===== config.mk =====
export PLATFORM = sky130hd
export DESIGN_NAME = mem_access_decode
export DESIGN_NICKNAME = d
export VERILOG_FILES = /design/src/verilog/mem_pkg.sv /design/src/verilog/mem_access_decode.sv
export SDC_FILE = /design/constraint.sdc
export NUM_CORES = 1
export LEC_CHECK = 0
export ABC_AREA = 1
export BUFFER_PORTS_ARGS = -buffer_cell sky130_fd_sc_hd__buf_2
export CORE_AREA = 2 2 80 82
export CTS_BUF_LIST = sky130_fd_sc_hd__clkbuf_16
export CTS_CLUSTER_SIZE = 25
export DETAILED_ROUTE_END_ITERATION = 10
export DIE_AREA = 0 0 82 84
export PLACE_DENSITY = 0.7
export REMOVE_ABC_BUFFERS = 1
export SYNTH_ARGS = -nofsm -noshare
export SYNTH_HDL_FRONTEND = slang
export SYNTH_SLANG_ARGS = --single-unit

===== constraint.sdc =====
create_clock -name clk -period 1 [get_ports clk]
set_input_delay 0.1 -clock clk [delete_from_list [all_inputs] [get_ports clk]]
set_output_delay 0.1 -clock clk [all_outputs]
set_load 0.1 [all_outputs]

===== src/verilog/mem_pkg.sv =====
`default_nettype none

package mem_pkg;

	// data path widths
	localparam int word_w = 32;
	localparam int line_w = 512;
	localparam int words_per_line = 16;
	// byte offset bits inside one host line, 64 bytes per line
	localparam int line_off_w = $clog2(words_per_line * (word_w / 8));

	// op codes of the host memory controller
	typedef enum logic [1:0] {
		host_none  = 2'd0,
		host_read  = 2'd1,
		host_write = 2'd2
	} host_op_e;

	// one access out of the execute/memory register
	typedef struct packed {
		logic [31:0] addr;
		logic [word_w-1:0] wdata;
		logic write;
	} mem_req_t;

	// one finished access back to the pipeline
	typedef struct packed {
		logic [word_w-1:0] rdata;
		logic write;
	} mem_result_t;

	// line request towards the host controller
	// addr is the byte address of the line, low offset bits zero
	typedef struct packed {
		host_op_e op;
		logic [31:0] addr;
		logic [line_w-1:0] data;
	} host_req_t;

endpackage

`default_nettype wire


===== src/verilog/mem_access_decode.sv =====
`default_nettype none

module mem_access_decode #(
	parameter logic [31:0] fpu_start_addr = 32'h1000_0000
) (
	input  wire logic clk,
	input  wire logic arst_n,
	input  wire logic req_valid,
	output logic req_ready,
	input  wire mem_pkg::mem_req_t req,
	output logic cache_valid,
	input  wire logic cache_ready,
	output mem_pkg::mem_req_t cache_req,
	input  wire logic cache_rvalid,
	output logic cache_rready,
	input  wire mem_pkg::mem_result_t cache_result,
	output logic res_valid,
	input  wire logic res_ready,
	output mem_pkg::mem_result_t result,
	output logic start_fpu
);

	logic is_ctrl;
	logic take_ctrl;
	logic take_cache;
	logic res_done;
	// one access outstanding, either kind
	logic busy;
	// outstanding access is the control word
	logic busy_ctrl;
	logic ctrl_write;

	// word compare, byte offset ignored
	assign is_ctrl = req.addr[31:2] == fpu_start_addr[31:2];

	// everything else goes to the cache
	assign cache_req = req;
	assign cache_valid = req_valid && !is_ctrl && !busy;
	assign take_cache = cache_valid && cache_ready;
	assign take_ctrl = req_valid && is_ctrl && !busy;
	assign req_ready = !busy && (is_ctrl || cache_ready);

	// control result is ready at once, cache result when the cache says so
	assign res_valid = busy && (busy_ctrl || cache_rvalid);
	assign cache_rready = busy && !busy_ctrl && res_ready;
	assign res_done = res_valid && res_ready;

	always_comb begin
		if (busy_ctrl) begin
			// control load reads back zero
			result.rdata = '0;
			result.write = ctrl_write;
		end else begin
			result = cache_result;
		end
	end

	// pulse only at the handover, so a stall cannot repeat it
	assign start_fpu = busy && busy_ctrl && ctrl_write && res_ready;

	always_ff @(posedge clk or negedge arst_n) begin
		if (!arst_n) begin
			busy <= 1'b0;
			busy_ctrl <= 1'b0;
			ctrl_write <= 1'b0;
		end else if (take_ctrl || take_cache) begin
			busy <= 1'b1;
			busy_ctrl <= take_ctrl;
			ctrl_write <= req.write;
		end else if (res_done) begin
			busy <= 1'b0;
		end
	end

	// single-cycle pulse tied to a result handover
	assert property (@(posedge clk) disable iff (!arst_n)
		start_fpu |-> (res_valid && res_ready) ##1 !start_fpu);

	// cache only answers a request it got from here
	assert property (@(posedge clk) disable iff (!arst_n)
		cache_rvalid |-> busy && !busy_ctrl);

endmodule

`default_nettype wire


### After elaboration in Yosys (flattened, before gate mapping)

Index checks and enable logic that the tools add are counted.

* register bits: 3
* RAM bits: 0
* memories: 0
* word-level logic and storage cells: 27
* ROM bits: 0
* bits in latches: 0

* reductions and logical operators: 20
* shift operators: 0
* $mul: 0
* add/sub/neg operators: 0
* bitwise logic cells: 0
* multiplexer cells: 3
* order comparisons: 0
* equal/unequal tests: 1
* divide/modulo/power cells: 0

Operators by type and width (number)
* two-way mux 33 bit: 1
* == test 30 x 27 -> 1 bit (second input constant): 1
* logical AND 1 bit: 13
* zero test 1 bit: 3
* logical OR 1 bit: 3
* two-way mux 1 bit: 2
* nonzero test 2 bit: 1

### Logic depth before layout (Yosys ltp)

Gate-level depths: netlist of run 1.

* depth after elaboration: 7
* gate-level depth with buffers: 10

### Worst setup path before layout of run 1

OpenSTA, ideal clock, no wires.

* path kind: register to output
* start point: register busy_ctrl
* end point: output cache_rready
* data arrival time: 2569 ps
* path slack: -1669 ps
* stages on the path, launching flop included: 3
* cell sequence: dfrtp_1 > buf_4 > nor3_1

* word-level cells in the longest chain between the ends: 3

RTL lines
* start, declared: line mem_access_decode.sv:30 `logic busy_ctrl;`
* start signal, assigned: line mem_access_decode.sv:68 `busy_ctrl <= take_ctrl;`
* zero test 1 bit: line mem_access_decode.sv:45 `assign cache_rready = busy && !busy_ctrl && res_ready;`
* logical AND 1 bit (2 in series): line mem_access_decode.sv:45
* end, declared: line mem_access_decode.sv:15 `output logic cache_rready,`

Every way passes these cells.

==> summary.txt, run 1 <==
========================================================================================
Number of top-level pins                                                             207
Total routing resource utilization after global routing                            15.3%
Placed standard-cell area                                                     2730 sq um
Root buffer selected by CTS                                                 sky130_fd_sc_hd__clkbuf_16
Routed wire length per instance                                                  14.4 um
Run status                                                                  complete, but fails checks
Max VDD drop                                                                  0.000730 V
Hold violation total from the final report                                             0
Core region area                                                              6100 sq um
Reg2reg end                                                                         busy
Clk buf depth                                                                          2
Number of buffers created by CTS                                                       3
Number of antenna-violating nets in the routed design                                  0
Smallest setup slack after layout                                                -347 ps
DR vias                                                                             1569
Startpoint-to-endpoint class of the critical path                           flop to output port
Global placement routability congestion                                            0.734
Combined flip-flop and latch cell area                                        76.3 sq um
Synthesized netlist cell count                                                       207
# nets final                                                                         431
Count of final max-slew check failures                                                 0
Pin count of the biggest net entering global routing                                  22
M3 GR Usage                                                                        13.1%
Max-capacitance violation count                                                        0
Number of synthesis warnings                                                           0
Most common cell type on the critical path                                  sky130_fd_sc_hd__buf_12
GRT Residual Overflow                                                                  0
Skew final                                                                       1.07 ps
Number of standard-cell rows in the floorplan                                         29
Data required time of the worst path                                              900 ps
CTS sink count                                                                         3
Placed wire-length estimate after detailed placement                             4930 um
Antenna diode instance count                                                           0
Count of buffers inserted at the top-level ports                                     138
Worst-skew pair later-pin latency                                                 220 ps
Seq cells post-synth                                                                   3
First-pass GRT wire length                                                       7860 um
Critical Path Start Type                                                            flop
Final critical delay including setup and external delays                         1350 ps
Area of the die                                                               6890 sq um
Minimum hold slack                                                                184 ps
Classification of the worst-slack hold path                                 input pin to flop
Antenna violations before repair                                                       0
CTS tree                                                                            done
Start point of the critical path                                               busy_ctrl
Initial Utilization                                                                18.3%
Crit path DAT                                                                    1250 ps
Synth-to-Final Area Change                                                          188%
Via/cell ratio                                                                      3.89
Leading cell type in the layout, fill and taps excluded                     sky130_fd_sc_hd__buf_12
Htree depth                                                                            1
Length of the first detailed-routing pass in iterations                                4
Floorplan die width                                                                82 um
Drc violations                                                                         0
Area of all placed cells without fillers                                      3210 sq um
Crit path to                                                                   result[7]
Peak fanout along the critical path                                                   21
Cell breakdown of the critical path                                         buf_12 > nor2_2 > buf_12
Most used cells in the layout excluding fill and tap cells                  70 x sky130_fd_sc_hd__buf_12, 60 x sky130_fd_sc_hd__buf_2, 43 x sky130_fd_sc_hd__inv_1, 41 x sky130_fd_sc_hd__buf_4, 20 x sky130_fd_sc_hd__nor2_4
Number of different library cells in the post-synthesis netlist                       16
Actual transition at the worst max-transition pin                                 194 ps
Cell area after technology mapping                                            1110 sq um
Die height                                                                         84 um
Power Dens Cells                                                            1010 nW/um^2
Worst max-slew margin expressed relative to the limit                              87.1%
Maximum achievable frequency                                                     742 MHz
Total detailed-routing wirelength                                                5810 um
Final setup violation count                                                           40
Capturing element type of the critical path                                  output port
Sequential element share of the synthesized area                                   6.73%
Met1 track utilization from global routing                                         16.5%
Number of inserted filler cells in the final layout                                  520
Leakage power total                                                              1.74 nW
Clock Pin Slew Worst Setup and Hold Paths                                          30 ps
Worst reg-to-reg setup slack                                                      -70 ps
Violated checks                                                             setup timing
Slowest Stage Delay on Critical Path                                              460 ps
Worst reg-to-reg path cell count                                                       5
Met2 layer usage reported by global route                                          23.1%
Number of global-route vias before repair                                           1626
Layout cell share with drive strength beyond 1                                     77.6%
Average footprint of a synthesized cell                                       5.39 sq um
Portion of the clock cycle consumed by the worst path in the final layout           135%
Count of routing violations after the opening detailed-route iteration                12
RSZ-0062 raised after global routing                                                true
Area of combinational cells with multiple inputs                               587 sq um
Reg-to-reg critical path startpoint                                            busy_ctrl
Slowest-stage cell, CP                                                      sky130_fd_sc_hd__dfrtp_2
Routing layer with the top usage in global route                                    met2
========================================================================================
==> per-layer routing <==
layer,vias up,routed length [um]
met3,0,1120
met1,684,2050
li1,746,-
met5,-,0
met2,139,2640
met4,0,0
==> sequential cells by signal, summed over array words and instances (netlist names) <==
name,flops
ctrl_write,1
busy_ctrl,1
busy,1
==> cell usage after synthesis <==
master	number	area (sq um)
sky130_fd_sc_hd__and2_0	1	6.26
sky130_fd_sc_hd__nor3_1	2	10.0
sky130_fd_sc_hd__inv_1	54	203
sky130_fd_sc_hd__clkinv_1	1	3.75
sky130_fd_sc_hd__o21ai_0	1	5.00
sky130_fd_sc_hd__nand2_1	20	75.1
sky130_fd_sc_hd__nor2_2	2	12.5
sky130_fd_sc_hd__clkbuf_1	3	11.3
sky130_fd_sc_hd__buf_4	66	495
sky130_fd_sc_hd__o21ai_1	1	5.00
sky130_fd_sc_hd__a21oi_1	2	10.0
sky130_fd_sc_hd__nor2_1	44	165
sky130_fd_sc_hd__inv_2	1	3.75
sky130_fd_sc_hd__nand2_2	3	18.8
sky130_fd_sc_hd__dfrtp_1	3	75.1
sky130_fd_sc_hd__nand3_1	3	15.0
==> layout make-up <==
class	count	share of cell area (%)
Tap cell	77	3.01
Sequential cell	3	2.38
Timing Repair Buffer	184	67.2
Multi-Input combinational cell	79	18.3
Clock buffer	3	2.34
Inverter	56	6.64
Clock inverter	1	0.117
==> worst min-delay path by stage <==
stage | startpoint | to | cells after the start
after floorplan | arst_n | busy | 0
after global placement | arst_n | ctrl_write | 1
after detailed placement | arst_n | ctrl_write | 1
after CTS | req[0] | ctrl_write | 3
after global routing | req[4] | cache_req[4] | 0
final | req[0] | ctrl_write | 3
==> report_power, final <==
group	total [mW]	leakage [nW]	switching, mW	internal [mW]
clock network	0.616	0.0423	0.101	0.515
registers	0.156	0.0368	0.0150	0.141
logic	2.48	1.67	1.56	0.919
==> kinds of logic after synthesis <==
logic type / after synthesis / share of synthesized area [%]
DFF: 3 / 6.73
and+or+nand+nor: 75 / 27.2
AOI/OAI and AO/OA: 4 / 1.79
buffers and inverters: 125 / 64.3
==> worst max-delay path, delay by kind of cell (launching register included) <==
family / cells / cell delay, ps
and+or+nand+nor: 1 / 170
DFF: 1 / 460
buffers and inverters: 2 / 390
==> through the flow <==
stage / setup TNS (ps) / utilization [%] / setup WS (ps) / total power, mW / cells
after floorplan: -46060 / - / -2140 / 0.952 / 138
after global placement: -5790 / 44.8 / -204 / 2.44 / 391
after detailed placement: -6440 / 44.8 / -235 / 2.47 / 391
after CTS: -11980 / 49.4 / -339 / 3.17 / 399
after global routing: -13790 / 52.6 / -387 / 3.35 / 403
final: -11930 / 52.6 / -347 / 3.25 / 403
==> timing repair <==
item	CTS	global route
cloned	0	0
endpoints found under the hold margin	3	0
endpoints found under the setup margin	40	40
hold buffers	1	0
gates resized for setup	56	48
buffers inserted	3	5
pin swaps	0	21
Power figures use the tool's default switching activity.
==> run 2: changes to the inputs <==
Settings changed: ABC_AREA 1 to default, PLACE_DENSITY 0.7 to 0.67.
==> run 2 against run 1 <==
Against the previous run:
- the flow still finishes with violations (setup timing)
- synthesized cell count shrank 36%
- non-clock buffer count down 3
- sequential share of layout area up 0.076 points
- critical endpoint is now result[18]
- largest cell class unchanged
- largest power group unchanged
==> summary.txt, run 2 <==
========================================================================================
Length of the first detailed-routing pass in iterations                                4   unchanged
Sequential element share of the synthesized area                                   7.67%   +0.94 points
Utilization after layout                                                           51.8%   -0.80 points
Capturing element type of the critical path                                  output port
Number of different library cells in the post-synthesis netlist                       19   +3
Classification of the worst-slack hold path                                 input pin to flop
Number of top-level pins                                                             207   unchanged
Reg-to-reg critical path startpoint                                                 busy
Average footprint of a synthesized cell                                       7.41 sq um   +38%
Final setup violation count                                                           41   +2.5%
GRT Residual Overflow                                                                  0   unchanged
Aggregate negative setup slack                                                 -13510 ps   -1580 ps
Count of final max-slew check failures                                                 0   unchanged
Pin count of the biggest net entering global routing                                  24   +9.1%
Global placement routability congestion                                            0.744   +1.4%
Total detailed-routing wirelength                                                6250 um   +7.5%
Synth-to-Final Area Change                                                          223%
Slowest Stage Delay on Critical Path                                              480 ps   +20 ps
Core region area                                                              6100 sq um   unchanged
Worst reg-to-reg setup slack                                                     -310 ps   -240 ps
Startpoint-to-endpoint class of the critical path                           flop to output port
Most instantiated library cell after synthesis                              sky130_fd_sc_hd__buf_4
Count of buffers inserted at the top-level ports                                     138   unchanged
Synth async-reset ratio                                                             100%   unchanged
Library cell occupying the most area in the post-synthesis netlist          sky130_fd_sc_hd__buf_4
Start point of the critical path                                               busy_ctrl
# nets final                                                                         353   -18%
Clk buf depth                                                                          2   unchanged
Crit path DAT                                                                    1310 ps   +60 ps
Skew final                                                                       2.26 ps   +1.19 ps
Seq cells post-synth                                                                   3   unchanged
Initial Utilization                                                                16.1%   -2.2 points
Placed wire-length estimate after detailed placement                             5220 um   +5.9%
Hold violation total from the final report                                             0   unchanged
Max-capacitance violation count                                                        0   unchanged
Met1 track utilization from global routing                                         16.6%   +0.16 points
Final Power                                                                      3.27 mW   +0.70%
Worst reg-to-reg path cell count                                                       2   -3
Maximum achievable frequency                                                     710 MHz   -4.3%
Reg2reg end                                                                   ctrl_write
RSZ-0062 raised after global routing                                                true
Crit path to                                                                  result[18]
Die height                                                                         84 um   unchanged
Routed wire length per instance                                                  19.2 um   +33%
Clock Pin Slew Worst Setup and Hold Paths                                          30 ps   about the same
Number of global-route vias before repair                                           1428   -12%
Smallest setup slack after layout                                                -408 ps   -61.0 ps
Via/cell ratio                                                                      4.18   +7.2%
Antenna violations before repair                                                       0   unchanged
Floorplan die width                                                                82 um   unchanged
Root buffer selected by CTS                                                 sky130_fd_sc_hd__clkbuf_16
Antenna diode instance count                                                           0   unchanged
Portion of the clock cycle consumed by the worst path in the final layout           141%   +6.1 points
M3 GR Usage                                                                        14.6%   +1.5 points
DR vias                                                                             1357   -14%
Total routing resource utilization after global routing                            16.6%   +1.3 points
Peak fanout along the critical path                                                   11   -48%
Count of routing violations after the opening detailed-route iteration                24   +12
Synth Flop Type                                                             sky130_fd_sc_hd__dfrtp_1
Run status                                                                  complete, but fails checks
Worst-skew pair later-pin latency                                                 230 ps   about the same
Most used cells in the layout excluding fill and tap cells                  70 x sky130_fd_sc_hd__buf_12, 57 x sky130_fd_sc_hd__buf_2, 35 x sky130_fd_sc_hd__buf_4, 23 x sky130_fd_sc_hd__nor2b_4, 14 x sky130_fd_sc_hd__buf_6
Actual transition at the worst max-transition pin                                 313 ps   +120 ps
Cell breakdown of the critical path                                         buf_12 > nor2b_1 > buf_4 > buf_12
Routing layer with the top usage in global route                                    met2
Leading cell type in the layout, fill and taps excluded                     sky130_fd_sc_hd__buf_12
Final critical delay including setup and external delays                         1410 ps   +61.0 ps
Number of buffers created by CTS                                                       3   unchanged
Number of antenna-violating nets in the routed design                                  0   unchanged
Most common cell type on the critical path                                  sky130_fd_sc_hd__buf_12
Leakage power total                                                              1.57 nW   -10%
Drc violations                                                                         0   unchanged
Met2 layer usage reported by global route                                          25.3%   +2.2 points
Violated checks                                                             setup timing
Data required time of the worst path                                              900 ps   about the same
Largest registers ranked by flip-flop count                                 busy (1), busy_ctrl (1), ctrl_write (1)
Number of standard-cell rows in the floorplan                                         29   unchanged
First-pass GRT wire length                                                       8240 um   +4.8%
CTS sink count                                                                         3   unchanged
Max VDD drop                                                                  0.000684 V   -6.3%
Cell area after technology mapping                                             978 sq um   -12%
CTS tree                                                                            done
Cell types with the largest area share after synthesis                      sky130_fd_sc_hd__buf_4 50%, sky130_fd_sc_hd__nor2b_1 21%, sky130_fd_sc_hd__dfrtp_1 7.7%, sky130_fd_sc_hd__nor4_2 3.8%, sky130_fd_sc_hd__nor4_1 1.9%
Synthesized netlist cell count                                                       132   -36%
Most instantiated cells after synthesis                                     65 x sky130_fd_sc_hd__buf_4, 33 x sky130_fd_sc_hd__nor2b_1, 4 x sky130_fd_sc_hd__clkbuf_1, 4 x sky130_fd_sc_hd__nor2_1
Layout cell share with drive strength beyond 1                                     94.8%   +17 points
Number of synthesis warnings                                                           0   unchanged
Synth top area share                                                               49.9%   +5.4 points
Worst max-slew margin expressed relative to the limit                              79.0%   -8.1 points
Slowest-stage cell, CP                                                      sky130_fd_sc_hd__dfrtp_2
Htree depth                                                                            1   unchanged
Area of the die                                                               6890 sq um   unchanged
Critical Path Start Type                                                            flop
Power Dens Cells                                                            1040 nW/um^2   +2.3%
Count of flip-flops with a built-in enable after synthesis                             0   unchanged
========================================================================================
-- run 2: cell types whose count changed in the layout (fill, tap and decap cells not counted), sizes merged, moves of 2 or more --
cell   delta
a21oi     -2
buf       -4
inv      -54
nand2    -20
nand3     -3
nand4     +2
nor2     -42
nor2b    +33
nor4      +6
-- run 2: final cells by class --
cell class	count	area, sq um
inverters	2	7.51
repair buffers	181	2190
clock inverters	1	3.75
multi-input cells	58	709
clock buffers	3	75.1
well taps	77	96.3
fillers	493	2940
flip-flops and latches	3	77.6
-- run 2: worst min path at each step --
stage / start / endpoint / slack (ps) / depth (start not counted)
detailed placement: arst_n / busy_ctrl / -100 / 1
global route: req[0] / ctrl_write / 180 / 2
CTS: req[0] / ctrl_write / 150 / 2
floorplan: arst_n / busy / -200 / 0
global placement: arst_n / busy_ctrl / -100 / 1
finish: req[0] / ctrl_write / 170 / 2
-- run 2: layer usage --
| layer | vias to the layer above | part of all wire (%) |
|---|---|---|
| met5 | - | 0.74 |
| met4 | 2 | 1.1 |
| met3 | 11 | 21 |
| met2 | 168 | 45 |
| met1 | 589 | 32 |
| li1 | 587 | - |
-- run 2: cells by family after synthesis --
kind of cell / count (synthesis) / share of synthesized area (%)
multiplexers: 1 / 1.15
AND/OR/NAND/NOR: 50 / 32.9
buffers and inverters: 71 / 52.2
flip-flops: 3 / 7.67
AO/OA/AOI/OAI: 7 / 6.14
-- run 2: repair_timing --
| item | CTS | global route |
|---|---|---|
| gates cloned | 0 | 1 |
| endpoints found under the hold margin | 3 | 0 |
| pin swaps | 13 | 12 |
| setup endpoints to repair | 41 | 41 |
| gates resized for setup | 72 | 38 |
| setup buffers | 5 | 1 |
| hold buffers | 1 | 0 |
-- run 2: per-stage QoR --
step	instance area, sq um	instances	hold WS, ps	setup slack [ps]
2_1_floorplan	475	63	-196	-2010
3_3_place_gp	2580	316	-98.7	-541
3_5_place_dp	2580	316	-99.1	-565
4_1_cts	2970	326	154	-363
5_1_grt	3160	325	176	-486
6_report	3160	325	168	-408
-- run 2: critical path, delay by kind of cell, from the launching register on --
| kind | cells | cell delay (ps) |
|---|---|---|
| buffers and inverters | 3 | 480 |
| flip-flops | 1 | 480 |
| AND/OR/NAND/NOR | 1 | 110 |
-- run 2: power breakdown --
group	switching (mW)	internal, mW	total, mW
Clock	0.114	0.516	0.630
Combinational	1.49	0.978	2.47
Sequential	0.0286	0.144	0.172
Total	1.63	1.64	3.27
